--- config.mk ---
export PLATFORM = sky130hd
export DESIGN_NAME = enc_tx_top
export DESIGN_NICKNAME = d
export VERILOG_FILES = /design/src/source/enc_pkg.sv /design/src/source/enc_tx_top.sv /design/src/source/enc_disparity_ctrl.sv /design/src/source/enc_code4_mux.sv /design/src/source/enc_code6_mux.sv
export SDC_FILE = /design/constraint.sdc
export NUM_CORES = 1
export LEC_CHECK = 0
export BUFFER_PORTS_ARGS = -buffer_cell sky130_fd_sc_hd__buf_2
export CAP_MARGIN = 20
export CORE_MARGIN = 2
export CORE_UTILIZATION = 54
export DETAILED_ROUTE_END_ITERATION = 16
export MAX_ROUTING_LAYER = met4
export PLACE_DENSITY = 0.81
export SLEW_MARGIN = 20
export SYNTH_ARGS = -nofsm -noshare
export SYNTH_HDL_FRONTEND = slang
export SYNTH_SLANG_ARGS = --single-unit
export TNS_END_PERCENT = 5
--- constraint.sdc ---
create_clock -name CLK -period 9.7 [get_ports CLK]
set_input_delay 1.94 -clock CLK [delete_from_list [all_inputs] [get_ports CLK]]
set_output_delay 1.94 -clock CLK [all_outputs]
set_load 0.02 [all_outputs]
--- src/source/enc_pkg.sv ---
// --------------------------------------
// Shared types and constants for the 8b/10b
// transmit encoder, imported by RTL and checks
// --------------------------------------
package enc_pkg;

   // Cycles from tx_in sampling to tx_code
   localparam int ENC_LATENCY = 3;

   // Input character, data is HGFEDCBA
   typedef struct packed {
      logic       k;
      logic [7:0] data;
   } tx_char_t;

   // Select for the 5b/6b table
   typedef struct packed {
      logic       k;
      logic [4:0] edcba;
   } sel5_t;

   // Select for the 3b/4b table
   typedef struct packed {
      logic       k;
      logic [2:0] hgf;
   } sel3_t;

   // Running disparity
   typedef enum logic {
      RD_NEG = 1'b0,
      RD_POS = 1'b1
   } rd_t;

   // Code group, bit a is the MSB and goes out first
   typedef struct packed {
      logic [5:0] code6;
      logic [3:0] code4;
   } code10_t;

   // Index of the K28 sub-block
   localparam logic [4:0] K28_IDX = 5'd28;

   // K28 sub-block, RD-minus form
   localparam logic [5:0] CODE6_K28 = 6'b001111;

   // Balanced 6b code that still flips with disparity
   localparam logic [5:0] CODE6_D7 = 6'b111000;

   // Balanced 4b code that still flips with disparity
   localparam logic [3:0] CODE4_D3 = 4'b1100;

   // Alternate form of D.x.7
   localparam logic [3:0] CODE4_A7 = 4'b0111;

   // HGF value of x.7 characters
   localparam logic [2:0] HGF_7 = 3'd7;

endpackage
--- src/source/enc_tx_top.sv ---
// --------------------------------------
// 8b/10b transmit encoder top, one character in
// and one code group out per clock
// --------------------------------------
module enc_tx_top (
   input  logic              CLK,
   input  logic              aresetn,
   input  enc_pkg::tx_char_t tx_in,
   output enc_pkg::code10_t  tx_code,
   output logic              code_err,
   output enc_pkg::rd_t      rd
);
   import enc_pkg::*;

   sel5_t      sel5;
   sel3_t      sel3;
   logic [5:0] sub6;
   logic [3:0] sub4;

   // Split HGF and EDCBA, k goes with both halves
   assign sel5.k     = tx_in.k;
   assign sel5.edcba = tx_in.data[4:0];
   assign sel3.k     = tx_in.k;
   assign sel3.hgf   = tx_in.data[7:5];

   // Both selectors take two cycles, so sub6 and sub4 stay aligned
   enc_code6_mux enc_code6_mux_inst (
      .CLK     (CLK),
      .aresetn (aresetn),
      .sel     (sel5),
      .sub6    (sub6)
   );

   enc_code4_mux enc_code4_mux_inst (
      .CLK     (CLK),
      .aresetn (aresetn),
      .sel     (sel3),
      .sub4    (sub4)
   );

   // Validity check runs on the raw input and is delayed inside
   enc_disparity_ctrl enc_disparity_ctrl_inst (
      .CLK      (CLK),
      .aresetn  (aresetn),
      .k        (tx_in.k),
      .sel5     (sel5),
      .sel3     (sel3),
      .sub6     (sub6),
      .sub4     (sub4),
      .tx_code  (tx_code),
      .code_err (code_err),
      .rd       (rd)
   );

endmodule

--- src/source/enc_disparity_ctrl.sv ---
// --------------------------------------
// Running disparity control, final code group
// and control character check, one output stage
// --------------------------------------
module enc_disparity_ctrl (
   input  logic             CLK,
   input  logic             aresetn,
   input  logic             k,
   input  enc_pkg::sel5_t   sel5,
   input  enc_pkg::sel3_t   sel3,
   input  logic [5:0]       sub6,
   input  logic [3:0]       sub4,
   output enc_pkg::code10_t tx_code,
   output logic             code_err,
   output enc_pkg::rd_t     rd
);
   import enc_pkg::*;

   logic       k7_ok;
   logic       k_bad;
   logic       hgf7;
   logic       k_d1;
   logic       k_d2;
   logic       err_d1;
   logic       err_d2;
   logic       hgf7_d1;
   logic       hgf7_d2;
   logic       flip6;
   logic       use_a7;
   logic       flip4;
   logic [5:0] code6;
   logic [3:0] code4_sel;
   logic [3:0] code4;
   rd_t        rd_mid;
   rd_t        rd_next;

   // Valid K set: K28.x plus K23.7, K27.7, K29.7, K30.7
   assign k7_ok = (sel3.hgf == HGF_7) &&
                  (sel5.edcba inside {5'd23, 5'd27, 5'd29, 5'd30});
   assign k_bad = k && !((sel5.edcba == K28_IDX) || k7_ok);
   assign hgf7  = (sel3.hgf == HGF_7);

   // Two stages to line up with sub6 and sub4
   always_ff @(posedge CLK or negedge aresetn)
   begin
      if (!aresetn)
      begin
         k_d1    <= 1'b0;
         k_d2    <= 1'b0;
         err_d1  <= 1'b0;
         err_d2  <= 1'b0;
         hgf7_d1 <= 1'b0;
         hgf7_d2 <= 1'b0;
      end
      else
      begin
         k_d1    <= k;
         k_d2    <= k_d1;
         err_d1  <= k_bad;
         err_d2  <= err_d1;
         hgf7_d1 <= hgf7;
         hgf7_d2 <= hgf7_d1;
      end
   end

   always_comb
   begin
      // 6b side, D.7 is balanced but still alternates
      flip6 = (rd == RD_POS) && (($countones(sub6) != 3) || (sub6 == CODE6_D7));
      code6 = flip6 ? ~sub6 : sub6;

      if ($countones(code6) == 4)
      begin
         rd_mid = RD_POS;
      end
      else if ($countones(code6) == 2)
      begin
         rd_mid = RD_NEG;
      end
      else
      begin
         rd_mid = rd;
      end

      // A7 avoids a run of five across the e-i / f-g boundary
      use_a7 = !k_d2 && hgf7_d2 &&
               (((rd_mid == RD_NEG) && (code6[1:0] == 2'b11)) ||
                ((rd_mid == RD_POS) && (code6[1:0] == 2'b00)));
      code4_sel = use_a7 ? CODE4_A7 : sub4;

      flip4 = (rd_mid == RD_POS) &&
              (k_d2 || ($countones(code4_sel) != 2) || (code4_sel == CODE4_D3));
      code4 = flip4 ? ~code4_sel : code4_sel;

      // More ones than zeros leaves the line positive
      if ($countones(code4) == 3)
      begin
         rd_next = RD_POS;
      end
      else if ($countones(code4) == 1)
      begin
         rd_next = RD_NEG;
      end
      else
      begin
         rd_next = rd_mid;
      end
   end

   // Output stage, third of ENC_LATENCY
   always_ff @(posedge CLK or negedge aresetn)
   begin
      if (!aresetn)
      begin
         tx_code  <= '0;
         code_err <= 1'b0;
         rd       <= RD_NEG;
      end
      else
      begin
         tx_code.code6 <= code6;
         tx_code.code4 <= code4;
         code_err      <= err_d2;
         rd            <= rd_next;
      end
   end

endmodule

--- src/source/enc_code4_mux.sv ---
// --------------------------------------
// 3b/4b sub-block selector, data or control
// table by k, same two stages as the 6b side
// --------------------------------------
module enc_code4_mux (
   input  logic           CLK,
   input  logic           aresetn,
   input  enc_pkg::sel3_t sel,
   output logic [3:0]     sub4
);
   import enc_pkg::*;

   sel3_t      sel_r;
   logic [3:0] code4;

   always_ff @(posedge CLK or negedge aresetn)
   begin
      if (!aresetn)
      begin
         sel_r <= '0;
         sub4  <= '0;
      end
      else
      begin
         sel_r <= sel;
         sub4  <= code4;
      end
   end

   // fghj, RD-minus forms before any complement
   always_comb
   begin
      if (sel_r.k)
      begin
         case (sel_r.hgf)
            3'd0:    code4 = 4'b1011;
            3'd1:    code4 = 4'b0110;
            3'd2:    code4 = 4'b1010;
            3'd3:    code4 = 4'b1100;
            3'd4:    code4 = 4'b1101;
            3'd5:    code4 = 4'b0101;
            3'd6:    code4 = 4'b1001;
            default: code4 = 4'b0111;
         endcase
      end
      else
      begin
         case (sel_r.hgf)
            3'd0:    code4 = 4'b1011;
            3'd1:    code4 = 4'b1001;
            3'd2:    code4 = 4'b0101;
            3'd3:    code4 = 4'b1100;
            3'd4:    code4 = 4'b1101;
            3'd5:    code4 = 4'b1010;
            3'd6:    code4 = 4'b0110;
            default: code4 = 4'b1110;   // primary 7, may be swapped later
         endcase
      end
   end

endmodule

--- src/source/enc_code6_mux.sv ---
// --------------------------------------
// 5b/6b sub-block selector, RD-minus codes
// Registered select, registered output
// --------------------------------------
module enc_code6_mux (
   input  logic           CLK,
   input  logic           aresetn,
   input  enc_pkg::sel5_t sel,
   output logic [5:0]     sub6
);
   import enc_pkg::*;

   sel5_t      sel_r;
   logic [5:0] code6;

   // Stage 1
   always_ff @(posedge CLK or negedge aresetn)
   begin
      if (!aresetn)
      begin
         sel_r <= '0;
      end
      else
      begin
         sel_r <= sel;
      end
   end

   // abcdei, RD-minus column of the 5b/6b table
   always_comb
   begin
      case (sel_r.edcba)
         5'd0:  code6 = 6'b100111;
         5'd1:  code6 = 6'b011101;
         5'd2:  code6 = 6'b101101;
         5'd3:  code6 = 6'b110001;
         5'd4:  code6 = 6'b110101;
         5'd5:  code6 = 6'b101001;
         5'd6:  code6 = 6'b011001;
         5'd7:  code6 = 6'b111000;
         5'd8:  code6 = 6'b111001;
         5'd9:  code6 = 6'b100101;
         5'd10: code6 = 6'b010101;
         5'd11: code6 = 6'b110100;
         5'd12: code6 = 6'b001101;
         5'd13: code6 = 6'b101100;
         5'd14: code6 = 6'b011100;
         5'd15: code6 = 6'b010111;
         5'd16: code6 = 6'b011011;
         5'd17: code6 = 6'b100011;
         5'd18: code6 = 6'b010011;
         5'd19: code6 = 6'b110010;
         5'd20: code6 = 6'b001011;
         5'd21: code6 = 6'b101010;
         5'd22: code6 = 6'b011010;
         5'd23: code6 = 6'b111010;
         5'd24: code6 = 6'b110011;
         5'd25: code6 = 6'b100110;
         5'd26: code6 = 6'b010110;
         5'd27: code6 = 6'b110110;
         5'd28: code6 = 6'b001110;
         5'd29: code6 = 6'b101110;
         5'd30: code6 = 6'b011110;
         default: code6 = 6'b101011;
      endcase
      // K28 has its own sub-block, the other K codes share the data rows
      if (sel_r.k && (sel_r.edcba == K28_IDX))
      begin
         code6 = CODE6_K28;
      end
   end

   // Stage 2
   always_ff @(posedge CLK or negedge aresetn)
   begin
      if (!aresetn)
      begin
         sub6 <= '0;
      end
      else
      begin
         sub6 <= code6;
      end
   end

endmodule

# Word-level counts from Yosys, hierarchy flattened
# Memory sizes are Yosys's and may differ from the RTL's.
# Cells that the tools add are included.
[word_totals]
register_bits = 36
romBits = 192
input_bits = 11
elab_cells = 86
mem_count = 1
[classes]
addsub = 16
n_eq_ne = 22
mux = 11
bitwise = 3
n_reduce_logical = 19
[memory_table]
columns = ["name", "words", "word_bits", "read_ports", "rd_clocked_by_memory_dff", "write_ports", "line", "text"]
rows = [
  ["(no name shown)", 32, 6, 1, 0, 0, "enc_code6_mux.sv:32", "case (sel_r.edcba)"],
]
[ops]
columns = ["op", "count"]
rows = [
  ["$add 32x32->32", 6],
  ["$eq 32x3->1 const B", 2],
  ["$ne 32x3->1 const B", 2],
  ["$pmux 4 s7", 2],
  ["$eq 32x2->1 const B", 1],
  ["$eq 32x4->1 const B", 1],
  ["$eq 5x5->1 const B", 6],
  ["$add 1x1->2", 10],
  ["$eq 3x3->1 const B", 4],
  ["$mux 4", 3],
  ["$mux 6", 2],
  ["$logic_and 1x1->1", 9],
  ["$eq 3x2->1 const B", 2],
  ["$eq 6x6->1 const B", 1],
  ["$not 6->6", 1],
  ["$logic_or 1x1->1", 5],
  ["$eq 4x4->1 const B", 1],
  ["$mux 1", 4],
  ["$not 4->4", 1],
  ["$reduce_bool 4->1", 1],
  ["$eq 3x1->1 const B", 1],
  ["$logic_not 3->1", 1],
  ["$eq 2x2->1 const B", 1],
  ["$logic_not 1->1", 2],
  ["other kinds (2)", 2],
]

# Logic depth before layout (Yosys ltp)
# Gate-level depths: netlist of run 1.
[logic_depth]
word_depth = 30
ltp_mapped = 32

# Hierarchy
# From an unflattened synthesis of run 1, not the netlist that was laid out.
[hier_totals]
hier_cells = 189
hier_area_um2 = 2167.1
[by_module_without_submodules]
columns = ["mod", "n_inst", "cells_each", "area_per_inst_um2", "seq_area_each_um2"]
rows = [
  ["enc_disparity_ctrl", 1, 95, 1156.1, 450.4],
  ["enc_code6_mux", 1, 71, 699.4, 300.3],
  ["enc_code4_mux", 1, 23, 311.5, 200.2],
]

# Least setup slack after synthesis of run 1
# Ideal clock, no wire load.
[synth_timing]
kind = "flip-flop to flip-flop"
start = "register enc_code6_mux_inst.sub6[2]"
end = "register enc_disparity_ctrl_inst.rd"
setup_time_ns = 0.125
arrival_time_ns = 6.969
slack_ns = 2.606
path_stages_with_launch = 29
synth_period_minus_slack_ns = 7.094
cell_sequence = "dfrtp_1 inv_1 ha_1 fa_1 or4b_4 o21ai_4 buf_2 and3_1 nor2_1 fa_1 inv_1 ha_1 inv_1 ha_1 a21oi_1 o2bb2ai_1 a221oi_2 or3_4 inv_2 ha_1 ha_1 fa_1 nor4b_1 nand2_1 nand2_2 or3_1 a211oi_1 fa_1 mux2_2"
[synth_between]
elab_chain_cells = 30
elab_cells_between_ends = 43
classes_between = "add/sub: 14; eq/ne: 9; mux: 7; bitwise: 3; reduce/logical: 10"
[synth_lines]
columns = ["element", "line", "text"]
rows = [
  ["start: declaration", "enc_code6_mux.sv:9", "output logic [5:0] sub6"],
  ["start signal: assignment", "enc_code6_mux.sv:82", "sub6 <= code6;"],
  ["$add 1x1->2 (not written as such)", "enc_disparity_ctrl.sv:69", "flip6 = (rd == RD_POS) && (($countones(sub6) != 3) || (sub6 == CODE6_D7));"],
  ["$add 32x32->32 (not written as such) (2 in series)", "enc_disparity_ctrl.sv:69", ""],
  ["$ne 32x3->1", "enc_disparity_ctrl.sv:69", ""],
  ["$logic_or 1x1->1", "enc_disparity_ctrl.sv:69", ""],
  ["$logic_and 1x1->1", "enc_disparity_ctrl.sv:69", ""],
  ["$mux 6 *", "enc_disparity_ctrl.sv:70", "code6 = flip6 ? ~sub6 : sub6;"],
  ["$add 1x1->2 (not written as such)", "enc_disparity_ctrl.sv:72, enc_disparity_ctrl.sv:76", ""],
  ["$add 32x32->32 (not written as such) (2 in series)", "enc_disparity_ctrl.sv:72, enc_disparity_ctrl.sv:76", ""],
  ["[13 not listed]", "-", ""],
  ["$logic_and 1x1->1", "enc_disparity_ctrl.sv:91", "flip4 = (rd_mid == RD_POS) &&"],
  ["$mux 4", "enc_disparity_ctrl.sv:93", "code4 = flip4 ? ~code4_sel : code4_sel;"],
  ["$add 1x1->2 (not written as such)", "enc_disparity_ctrl.sv:96, enc_disparity_ctrl.sv:100", ""],
  ["$add 32x32->32 (not written as such)", "enc_disparity_ctrl.sv:96, enc_disparity_ctrl.sv:100", ""],
  ["$eq 32x2->1", "enc_disparity_ctrl.sv:100", "else if ($countones(code4) == 1)"],
  ["$mux 1", "enc_disparity_ctrl.sv:100", ""],
  ["$mux 1 *", "enc_disparity_ctrl.sv:96", "if ($countones(code4) == 3)"],
  ["via enc_disparity_ctrl_inst.rd_next", "enc_disparity_ctrl.sv:35", "rd_t rd_next;"],
  ["end signal: assignment", "enc_disparity_ctrl.sv:124", "rd <= rd_next;"],
  ["end: declaration", "enc_disparity_ctrl.sv:15", "output enc_pkg::rd_t rd"],
]
# Mark *: on every way through the listed nets, which the timed path passes. The rest lies on a longest branch.

# Worst setup path after layout of run 1
[layout_timing]
start = "register enc_code6_mux_inst.sub6[0]"
end = "register enc_disparity_ctrl_inst.rd"
# Same word-level chain as after synthesis.

==> results.py, run 1 <==
metrics = {
    "hold_path": {
        "min_from": "enc_disparity_ctrl_inst.hgf7_d1",
        "hold_end": "enc_disparity_ctrl_inst.hgf7_d2",
        "whs_path_depth": 0,
        "min_path_type": "flop to flop",
    },
    "cells_and_area": {
        "drive_gt1_share_pct": 21.20,
        "nets": 251,
        "area_growth_pct": 10.83,
        "n_antenna_cell": 0,
    },
    "timing": {
        "max_freq_mhz": 129.5,
        "rsz0062_at_grt": "no",
        "finalClockSkew_ps": 7.727,
        "tightest_slew_ps": 748.6,
        "period_needed_ps": 7721,
        "drv_slew": 0,
        "setup_violations": 0,
        "finalCritPeriodShare_pct": 79.60,
        "hold_viol": 0,
        "finalSetupTns_ps": 0,
        "fin_ws_ps": 1979,
        "max_slew_margin_pct": 50.09,
    },
    "status": {
        "status": "finished, final reports clean",
    },
    "detailed_routing": {
        "vias": 1453,
        "firstDrtPassIters": 4,
        "via_per_inst": 5.483,
        "met1_length_mm": 1.484,
        "dr.first_iter.drc_count": 53,
        "wl_met3_um": 162,
        "wl_per_cell_um": 12.40,
        "drc": 0,
        "routed_wl_mm": 3.286,
        "met2_wirelength_mm": 1.607,
        "maxUsedRoutingLayer": "met4",
        "drtAntennaViolNets": 0,
    },
    "yosys": {
        "yosys.area.top_type": "dfrtp_1",
        "syn_nets": 227,
        "synthArstFlopShare_pct": 100.0,
        "synth_seq_area_share_pct": 42.83,
        "ys_warn_count": 0,
        "syn_avg_cell_area_um2": 10.90,
        "synth_area_leaders": "dfrtp_1, ha_1, fa_1",
        "synth_area_um2": 2103,
        "synth_ff_type": "dfrtp_1",
        "synth_seq_cells": 36,
        "synthDistinctLibCells": 48,
        "syn-instance-count": 193,
        "synth_edf_count": 0,
        "synth_top_area_share_pct": 42.83,
    },
    "floorplan": {
        "die_h_um": 66.41,
        "row_count": 22,
        "dieArea_um2": 4410,
        "core_um2": 3716,
        "pin_count": 23,
        "start_util_pct": 56.60,
        "fp.dieW_um": 66.41,
    },
    "clocking": {
        "clock_latency_ps": 280,
        "cts.clk_slew.worst_paths_ps": 70,
        "clock_sinks": 36,
        "numCtsBuffers": 5,
        "postCtsSetupBuffers": 0,
        "cts_max_level": 2,
        "cts_root_buf": "clkbuf_8",
        "cts_hold_buf": 0,
        "cts_tree": "built",
        "cts_resized": 0,
        "cts_buffer_depth": 2,
    },
    "power": {
        "p_leak_nw": 1.077,
        "p_per_area_nw_per_um2": 250.2,
        "vdd_drop_max_v": 0.0001400,
    },
    "global_route": {
        "grt_first_pass_wirelength_mm": 5.692,
        "grt_overflow": 0,
        "grtUsageTotal_pct": 17.54,
        "antenna_found_initial": 0,
        "grt_max_degree": 37,
        "grt_pass1_vias": 1343,
    },
    "worst_setup_path": {
        "endpoint_kind": "flop",
        "required_ps": 9870,
        "cp_data_arrival_time_ps": 7890,
        "rr_worst_depth": 27,
        "worstReg2RegEnd": "enc_disparity_ctrl_inst.rd",
        "start_kind": "flop",
        "crit_type": "flop to flop",
        "reg2reg_slack_ps": 1980,
        "crit_fanout": 14,
        "r2r_start": "enc_code6_mux_inst.sub6[0]",
    },
    "run": {
        "drv_cap": 0,
    },
    "placement": {
        "io_buffers": 22,
        "pre_cts_ws_ps": 1948,
        "gp_congestion": 0.7477,
        "dp_hpwl_mm": 2.416,
    },
}
==> report_power, final <==
part | switching, mW | leakage, nW | total [mW] | internal [mW]
clock network | 0.0475 | 0.0410 | 0.0962 | 0.0487
logic | 0.159 | 0.615 | 0.284 | 0.125
registers | 0.0196 | 0.421 | 0.203 | 0.184
total | 0.226 | 1.08 | 0.583 | 0.358
==> cells in the mapped netlist (2+ instances only) <==
library cell  count
a21oi_1           8
fa_1              5
o21ai_0           6
o211ai_1          2
clkbuf_1          4
nand3b_1          3
a211oi_1          2
xnor2_1          10
ha_1             18
mux2_2            3
inv_1            15
nand3_1           6
nor2_1            7
a31oi_1           7
mux2i_1           4
nand2b_1          5
nand2_1          10
inv_2             2
or3_4             2
nor3_1            3
and3_1            7
dfrtp_1          36
nor2b_1           3
==> sequential cells by signal (all words and copies together) (netlist names) <==
signal / count
enc_code4_mux_inst.sel_r: 3
enc_code4_mux_inst.sub4: 4
enc_code6_mux_inst.sel_r: 5
enc_code6_mux_inst.sub6: 6
enc_disparity_ctrl_inst.code_err: 1
enc_disparity_ctrl_inst.err_d1: 1
enc_disparity_ctrl_inst.err_d2: 1
enc_disparity_ctrl_inst.hgf7_d1: 1
enc_disparity_ctrl_inst.hgf7_d2: 1
enc_disparity_ctrl_inst.k_d1: 1
enc_disparity_ctrl_inst.k_d2: 1
enc_disparity_ctrl_inst.rd: 1
enc_disparity_ctrl_inst.tx_code: 10
==> kinds of logic (layout without fill, tap and decap cells) <==
family          Yosys count  in the layout  synth area share (%)
compound gates           37             37                 12.55
xor+xnor                 12             12                 5.354
fa+ha+maj                24             24                 15.94
buf+inv                  22             46                 3.985
flops                    36             36                 42.83
mux                       7              7                 3.510
simple gates             55             55                 15.82
==> per-stage QoR <==
stage	hold slack, ps	util (%)	power [mW]	area [um^2]	cells
after CTS	351.8	62.73	0.5883	2331	265
after floorplan	331.2	-	0.4293	2103	193
after detailed placement	337.8	60.64	0.4921	2253	258
final	350.6	62.73	0.5832	2331	265
after global placement	333.3	60.64	0.4835	2253	258
after global routing	355.8	62.73	0.6332	2331	265
==> layout by cell type (no fill, tap or decap), types with 2 or more instances in the layout <==
cell type,count
mux2_2,3
inv_1,15
and3_1,7
buf_2,22
nor2_1,7
nor2b_1,3
or3_4,2
nand3b_1,3
inv_2,2
clkbuf_8,5
fa_1,5
a21oi_1,8
nor3_1,3
o211ai_1,2
nand2_1,10
ha_1,18
dfrtp_1,36
xnor2_1,10
a211oi_1,2
o21ai_0,6
a31oi_1,7
mux2i_1,4
nand3_1,6
nand2b_1,5
==> cell type report <==
type,count,area (um^2)
Fill cell,317,1385
Inverter,17,63.81
Clock buffer,6,72.57
Timing Repair Buffer,22,110.1
Multi-Input combinational cell,135,1119
Clock inverter,1,5.005
Sequential cell,36,900.9
Tap cell,48,60.06
==> layer usage <==
metal / global-route usage [%] / up-vias
li1: - / 722
met1: 20.75 / 684
met2: 28.75 / 43
met3: 5.111 / 4
met4: 5.867 / 0
met5: - / -
==> critical path, cell delays in order, from the launching register on <==
cell       delay (ps)
dfrtp_1           460
inv_1              70
ha_1              270
inv_1              40
fa_1              520
or4b_4            590
o21ai_4           410
mux2_2            410
fa_1              530
inv_1              40
ha_1              180
inv_1              50
ha_1              230
a21oi_1           150
o2bb2ai_1         170
a221oi_2          530
or3_4             260
inv_2              30
ha_1              280
ha_1              200
fa_1              410
nor4b_1           150
nand2_1            70
nand2_2           140
or3_1             350
a211oi_1          330
fa_1              440
mux2_2            260
==> worst max-delay path by stage <==
stage                                            end  depth (start not counted)                       start
final                     enc_disparity_ctrl_inst.rd                         27  enc_code6_mux_inst.sub6[0]
after global routing      enc_disparity_ctrl_inst.rd                         27  enc_code6_mux_inst.sub6[0]
after CTS                 enc_disparity_ctrl_inst.rd                         27  enc_code6_mux_inst.sub6[0]
after detailed placement  enc_disparity_ctrl_inst.rd                         27  enc_code6_mux_inst.sub6[0]
after global placement    enc_disparity_ctrl_inst.rd                         27  enc_code6_mux_inst.sub6[0]
after floorplan           enc_disparity_ctrl_inst.rd                         28  enc_code6_mux_inst.sub6[2]
Power figures use the tool's default switching activity.
==> run 2: changes to the inputs <==
--- a/config.mk
+++ b/config.mk
@@ -8,10 +8,10 @@
 export BUFFER_PORTS_ARGS = -buffer_cell sky130_fd_sc_hd__buf_2
 export CAP_MARGIN = 20
 export CORE_MARGIN = 2
-export CORE_UTILIZATION = 54
+export CORE_UTILIZATION = 52
 export DETAILED_ROUTE_END_ITERATION = 16
 export MAX_ROUTING_LAYER = met4
-export PLACE_DENSITY = 0.81
+export PLACE_DENSITY = 0.82
 export SLEW_MARGIN = 20
 export SYNTH_ARGS = -nofsm -noshare
 export SYNTH_HDL_FRONTEND = slang
==> constraint.sdc (replaced) <==
create_clock -name CLK -period 7.1 [get_ports CLK]
set_input_delay 1.42 -clock CLK [delete_from_list [all_inputs] [get_ports CLK]]
set_output_delay 1.42 -clock CLK [all_outputs]
set_load 0.02 [all_outputs]
==> results.py, run 2 (synthesis gave the netlist of run 1 again) <==
metrics = {
    "power": {
        "p_leak_nw": 1.215,
        "power_mw": 0.9749,
        "p_per_area_nw_per_um2": 366.0,
        "vdd_drop_max_v": 0.0001187,
    },
    "floorplan": {
        "fp.dieW_um": 67.60,
        "start_util_pct": 53.35,
        "row_count": 23,
        "die_h_um": 67.60,
        "pin_count": 23,
        "dieArea_um2": 4570,
        "core_um2": 3943,
    },
    "timing": {
        "period_needed_ps": 7056,
        "drv_slew": 0,
        "setup_violations": 0,
        "finalClockSkew_ps": 8.480,
        "finalSetupTns_ps": 0,
        "finalCritPeriodShare_pct": 99.37,
        "tightest_slew_ps": 749.9,
        "holdWs_ps": 360.1,
        "hold_viol": 0,
        "max_freq_mhz": 141.7,
        "max_slew_margin_pct": 50.01,
    },
    "cells_and_area": {
        "top_regs": "enc_disparity_ctrl_inst.tx_code x10, enc_code6_mux_inst.sub6 x6, enc_code6_mux_inst.sel_r x5",
        "final_area_um2": 2664,
        "fillers": 297,
        "n_antenna_cell": 0,
        "area_growth_pct": 26.65,
        "largest_reg_flops": 10,
        "nets": 275,
        "layout_common_cells": "dfrtp_1, buf_4, buf_2",
        "layout_commonest_cell": "dfrtp_1",
        "drive_gt1_share_pct": 38.43,
        "layout.cells.non_filler": 292,
        "regMostFlops": "enc_disparity_ctrl_inst.tx_code",
    },
    "worst_setup_path": {
        "critical_path.max_stage_delay_ps": 550,
        "worst-path-buf-inv": 4,
        "endpoint_kind": "flop",
        "start_kind": "flop",
        "crit_start": "enc_code6_mux_inst.sub6[0]",
        "cpMostUsedCell": "ha_4",
        "cp_data_arrival_time_ps": 7240,
        "r2r_start": "enc_code6_mux_inst.sub6[0]",
        "required_ps": 7280,
        "critPathTopFamily": "adder cells",
        "crit_slowest_cell": "fa_1",
        "crit_type": "flop to flop",
        "crit_fanout": 7,
    },
    "global_route": {
        "antenna_found_initial": 0,
        "grt_max_degree": 37,
        "grtUsageTotal_pct": 18.80,
        "grt_pass1_vias": 1443,
        "grt_overflow": 0,
        "grt_first_pass_wirelength_mm": 6.065,
    },
    "clocking": {
        "numCtsBuffers": 5,
        "clock_latency_ps": 290,
        "cts_max_level": 2,
        "cts.clk_slew.worst_paths_ps": 70,
        "cts_buffer_depth": 2,
        "cts_hold_buf": 0,
        "cts_tree": "built",
        "cts_root_buf": "clkbuf_8",
        "clock_sinks": 36,
    },
    "detailed_routing": {
        "via_per_inst": 5.366,
        "routed_wl_mm": 4.199,
        "wl_per_cell_um": 14.38,
        "firstDrtPassIters": 4,
        "drc": 0,
        "vias": 1567,
        "drtAntennaViolNets": 0,
        "dr.first_iter.drc_count": 154,
    },
    "placement": {
        "gp_congestion": 0.8789,
        "place_inst": 267,
        "place_area_um2": 2308,
        "io_buffers": 22,
        "dp_hpwl_mm": 2.711,
    },
    "hold_path": {
        "min_path_type": "flop to flop",
        "min_from": "enc_disparity_ctrl_inst.err_d2",
    },
    "status": {
        "status": "finished, final reports clean",
    },
    "run": {
        "drv_cap": 0,
    },
}
run 2: cell types whose count changed in the layout (fill, tap and decap cells not counted), sizes merged:
cell,change
buf,+24
clkinv,+1
run 2: where the power goes:
group / internal, mW / switching, mW / leakage [nW]
logic: 0.278 / 0.269 / 0.747
registers: 0.251 / 0.0285 / 0.417
clock network: 0.0773 / 0.0704 / 0.0510
total: 0.607 / 0.368 / 1.21
run 2: worst paths after layout:
| path | endpoint | slack, ps | depth (start not counted) |
|---|---|---|---|
| worst min-delay path | enc_disparity_ctrl_inst.code_err | 360 | 0 |
| max in group asynchronous | enc_code6_mux_inst.sub6[2] | 5380 | 1 |
| min in group asynchronous | enc_disparity_ctrl_inst.tx_code[6] | 1190 | 1 |
| worst min register to register | enc_disparity_ctrl_inst.code_err | 360 | 0 |
| worst max register to register | enc_disparity_ctrl_inst.rd | 40 | 28 |
| worst max-delay path | enc_disparity_ctrl_inst.rd | 40 | 28 |
run 2: what timing repair did:
item	4_1_cts	5_1_grt
resized for setup	2	26
buffers inserted	1	16
setup endpoints to repair	1	1
gates cloned	0	0
pin swaps	2	18
run 2: per-layer routing:
metal	routed length (um)	GRT usage (%)	up-vias	part of all wire (%)
met3	146	4.500	8	3.5
met5	0	-	-	0
li1	-	-	774	-
met1	1841	20.84	743	44
met2	2119	31.25	42	50
met4	91	9.949	0	2.2
run 2: stage by stage:
step	utilization [%]	worst slack [ps]
after CTS	61.38	21.11
after global routing	67.57	-61.44
after detailed placement	58.55	-135.7
after floorplan	-	6.207
after global placement	58.55	89.07
final	67.57	44.39
run 2: layout make-up:
class	count	area, um^2	share of cell area (%)
Clock inverter	2	10.01	0.3758
Inverter	17	63.81	2.395
Timing Repair Buffer	46	294.0	11.04
Clock buffer	6	82.58	3.100
Multi-Input combinational cell	135	1245	46.74
Tap cell	50	62.56	2.349
Sequential cell	36	905.9	34.01
==> run 3: changes to the inputs <==
--- a/config.mk
+++ b/config.mk
@@ -8,10 +8,10 @@
 export BUFFER_PORTS_ARGS = -buffer_cell sky130_fd_sc_hd__buf_2
 export CAP_MARGIN = 20
 export CORE_MARGIN = 2
-export CORE_UTILIZATION = 52
+export CORE_UTILIZATION = 35
 export DETAILED_ROUTE_END_ITERATION = 16
 export MAX_ROUTING_LAYER = met4
-export PLACE_DENSITY = 0.82
+export PLACE_DENSITY = 0.61
 export SLEW_MARGIN = 20
 export SYNTH_ARGS = -nofsm -noshare
 export SYNTH_HDL_FRONTEND = slang
==> results.py, run 3 (synthesis gave the netlist of run 1 again) <==
metrics = {
    "timing": {
        "tightest_slew_ps": 766.4,
        "fin_ws_ps": 288.0,
        "finalCritPeriodShare_pct": 95.94,
        "setup_violations": 0,
        "max_freq_mhz": 146.8,
        "drv_slew": 0,
        "period_needed_ps": 6812,
        "max_slew_margin_pct": 48.91,
        "rsz0062_at_grt": "no",
        "hold_viol": 0,
        "finalClockSkew_ps": 8.103,
    },
    "cells_and_area": {
        "top_regs": "enc_disparity_ctrl_inst.tx_code x10, enc_code6_mux_inst.sub6 x6, enc_code6_mux_inst.sel_r x5",
        "final_area_um2": 2564,
        "layout.area.seq_um2": 903.4,
        "regMostFlops": "enc_disparity_ctrl_inst.tx_code",
        "layout.cells.non_filler": 310,
        "nets": 268,
        "fillers": 541,
        "drive_gt1_share_pct": 31.06,
        "n_antenna_cell": 0,
        "fin_util_pct": 43.82,
        "multi_input_area_um2": 1174,
        "layout_commonest_cell": "dfrtp_1",
        "largest_reg_flops": 10,
        "area_growth_pct": 21.89,
        "layout_common_cells": "dfrtp_1, buf_2, ha_1",
    },
    "run": {
        "drv_cap": 0,
    },
    "global_route": {
        "grt_pass1_vias": 1382,
        "grt_overflow": 0,
        "antenna_found_initial": 0,
        "grt_max_degree": 37,
        "grt_first_pass_wirelength_mm": 6.092,
        "grtUsageTotal_pct": 12.24,
    },
    "power": {
        "p_per_area_nw_per_um2": 355.0,
        "vdd_drop_max_v": 0.0001658,
        "clockPowerShare_pct": 16.0,
        "p_sw_share_pct": 36.95,
        "power_mw": 0.9101,
        "power_switching_mw": 0.3363,
        "p_int_mw": 0.5738,
        "seqPwrFrac_pct": 30.4,
        "pwr-share-comb_pct": 53.6,
        "p_leak_nw": 1.174,
    },
    "worst_setup_path": {
        "crit_fanout": 5,
        "critPathTopFamily": "adder cells",
        "worst-path-buf-inv": 3,
        "cp_data_arrival_time_ps": 6990,
        "required_ps": 7270,
        "endpoint_kind": "flop",
        "start_kind": "flop",
        "crit_type": "flop to flop",
        "crit_slowest_cell": "fa_1",
        "critical_path.max_stage_delay_ps": 530,
    },
    "floorplan": {
        "core_um2": 5851,
        "fp.dieW_um": 81.52,
        "die_h_um": 81.52,
        "row_count": 28,
        "dieArea_um2": 6646,
        "start_util_pct": 35.95,
        "pin_count": 23,
    },
    "clocking": {
        "cts_root_buf": "clkbuf_8",
        "cts_hold_buf": 0,
        "cts_tree": "built",
        "clock_sinks": 36,
        "cts_max_level": 2,
        "cts_buffer_depth": 2,
        "cts.clk_slew.worst_paths_ps": 70,
        "clock_latency_ps": 280,
        "numCtsBuffers": 5,
    },
    "status": {
        "status": "finished, final reports clean",
    },
    "detailed_routing": {
        "drtAntennaViolNets": 0,
        "firstDrtPassIters": 4,
        "vias": 1462,
        "drc": 0,
        "routed_wl_mm": 3.562,
        "dr.first_iter.drc_count": 65,
        "via_per_inst": 4.716,
        "wl_per_cell_um": 11.49,
    },
    "placement": {
        "gp_congestion": 0.7695,
        "place_inst": 292,
        "dp_hpwl_mm": 2.576,
        "place_area_um2": 2340,
        "io_buffers": 22,
        "pre_cts_ws_ps": -11.12,
    },
    "hold_path": {
        "min_path_type": "flop to flop",
    },
}
-- run 3: cell types whose count changed in the layout (fill, tap and decap cells not counted), sizes merged --
cell | previous run | this run
buf | 46 | 39
clkinv | 2 | 0
clkbuf | 6 | 8
-- run 3: stage by stage --
step / setup TNS, ps / hold WS, ps
after floorplan: 0 / 331.2
after global placement: 0 / 335.1
after detailed placement: -11.12 / 340.3
after CTS: 0 / 354.8
after global routing: 0 / 367.8
final: 0 / 353.6
-- run 3: path summary, 6_finish.rpt --
| kind | start | to | slack [ps] | cells past startpoint |
|---|---|---|---|---|
| max | enc_code6_mux_inst.sub6[5] | enc_disparity_ctrl_inst.rd | 290 | 26 |
| min | enc_disparity_ctrl_inst.err_d1 | enc_disparity_ctrl_inst.err_d2 | 350 | 0 |
| max reg2reg | enc_code6_mux_inst.sub6[5] | enc_disparity_ctrl_inst.rd | 290 | 26 |
| min reg2reg | enc_disparity_ctrl_inst.err_d1 | enc_disparity_ctrl_inst.err_d2 | 350 | 0 |
| max in group asynchronous | aresetn | enc_code6_mux_inst.sub6[3] | 5360 | 1 |
| min in group asynchronous | aresetn | enc_disparity_ctrl_inst.tx_code[1] | 1200 | 1 |
-- run 3: area by class of cell --
class                      count  area share [%]
multi-input combinational    135           45.78
sequential                    36           35.24
inverter                      17           2.489
timing repair buffer          39           9.322
clock buffer                   8           3.514
tap                           75           3.660
-- run 3: layer usage --
metal | wire length (um) | global-route usage (%) | up-vias
li1 | - | - | 758
met1 | 1701 | 15.72 | 675
met2 | 1684 | 18.52 | 25
met3 | 128 | 3.297 | 4
met4 | 47 | 4.576 | 0
met5 | 0 | - | -
-- run 3: what timing repair did --
item / CTS / global route
setup buffers: 0 / 9
hold endpoints to repair: 0 / 0
setup endpoints to repair: 1 / 1
pin swaps: 0 / 12
resized for setup: 1 / 13
gates cloned: 0 / 1
-- run 3: power by group through the flow --
| stage | Combinational (mW) | Sequential (mW) | Clock, mW |
|---|---|---|---|
| 3_5_place_dp | 0.432 | 0.282 | 0 |
| 6_report | 0.488 | 0.277 | 0.145 |
| 2_1_floorplan | 0.267 | 0.320 | 0 |
| 5_1_grt | 0.543 | 0.284 | 0.158 |
| 4_1_cts | 0.437 | 0.278 | 0.152 |
| 3_3_place_gp | 0.425 | 0.280 | 0 |
-- run 3: worst reg2reg max path, cell delays in order (launching register included) --
cell       delay [ps]
dfrtp_1           410
ha_2              200
fa_1              470
ha_1              280
or4b_4            470
o21ai_4           200
mux2_4            330
fa_1              530
inv_1              40
ha_1              180
inv_1              80
ha_4              200
a21oi_2           130
o2bb2ai_2          90
a221oi_2          350
or3_4             220
inv_2              30
ha_1              300
ha_1              200
fa_1              430
nor4b_4           140
nand2_1            80
nand2_2            80
or3_1             330
a211oi_2          230
fa_1              440
mux2_2            260
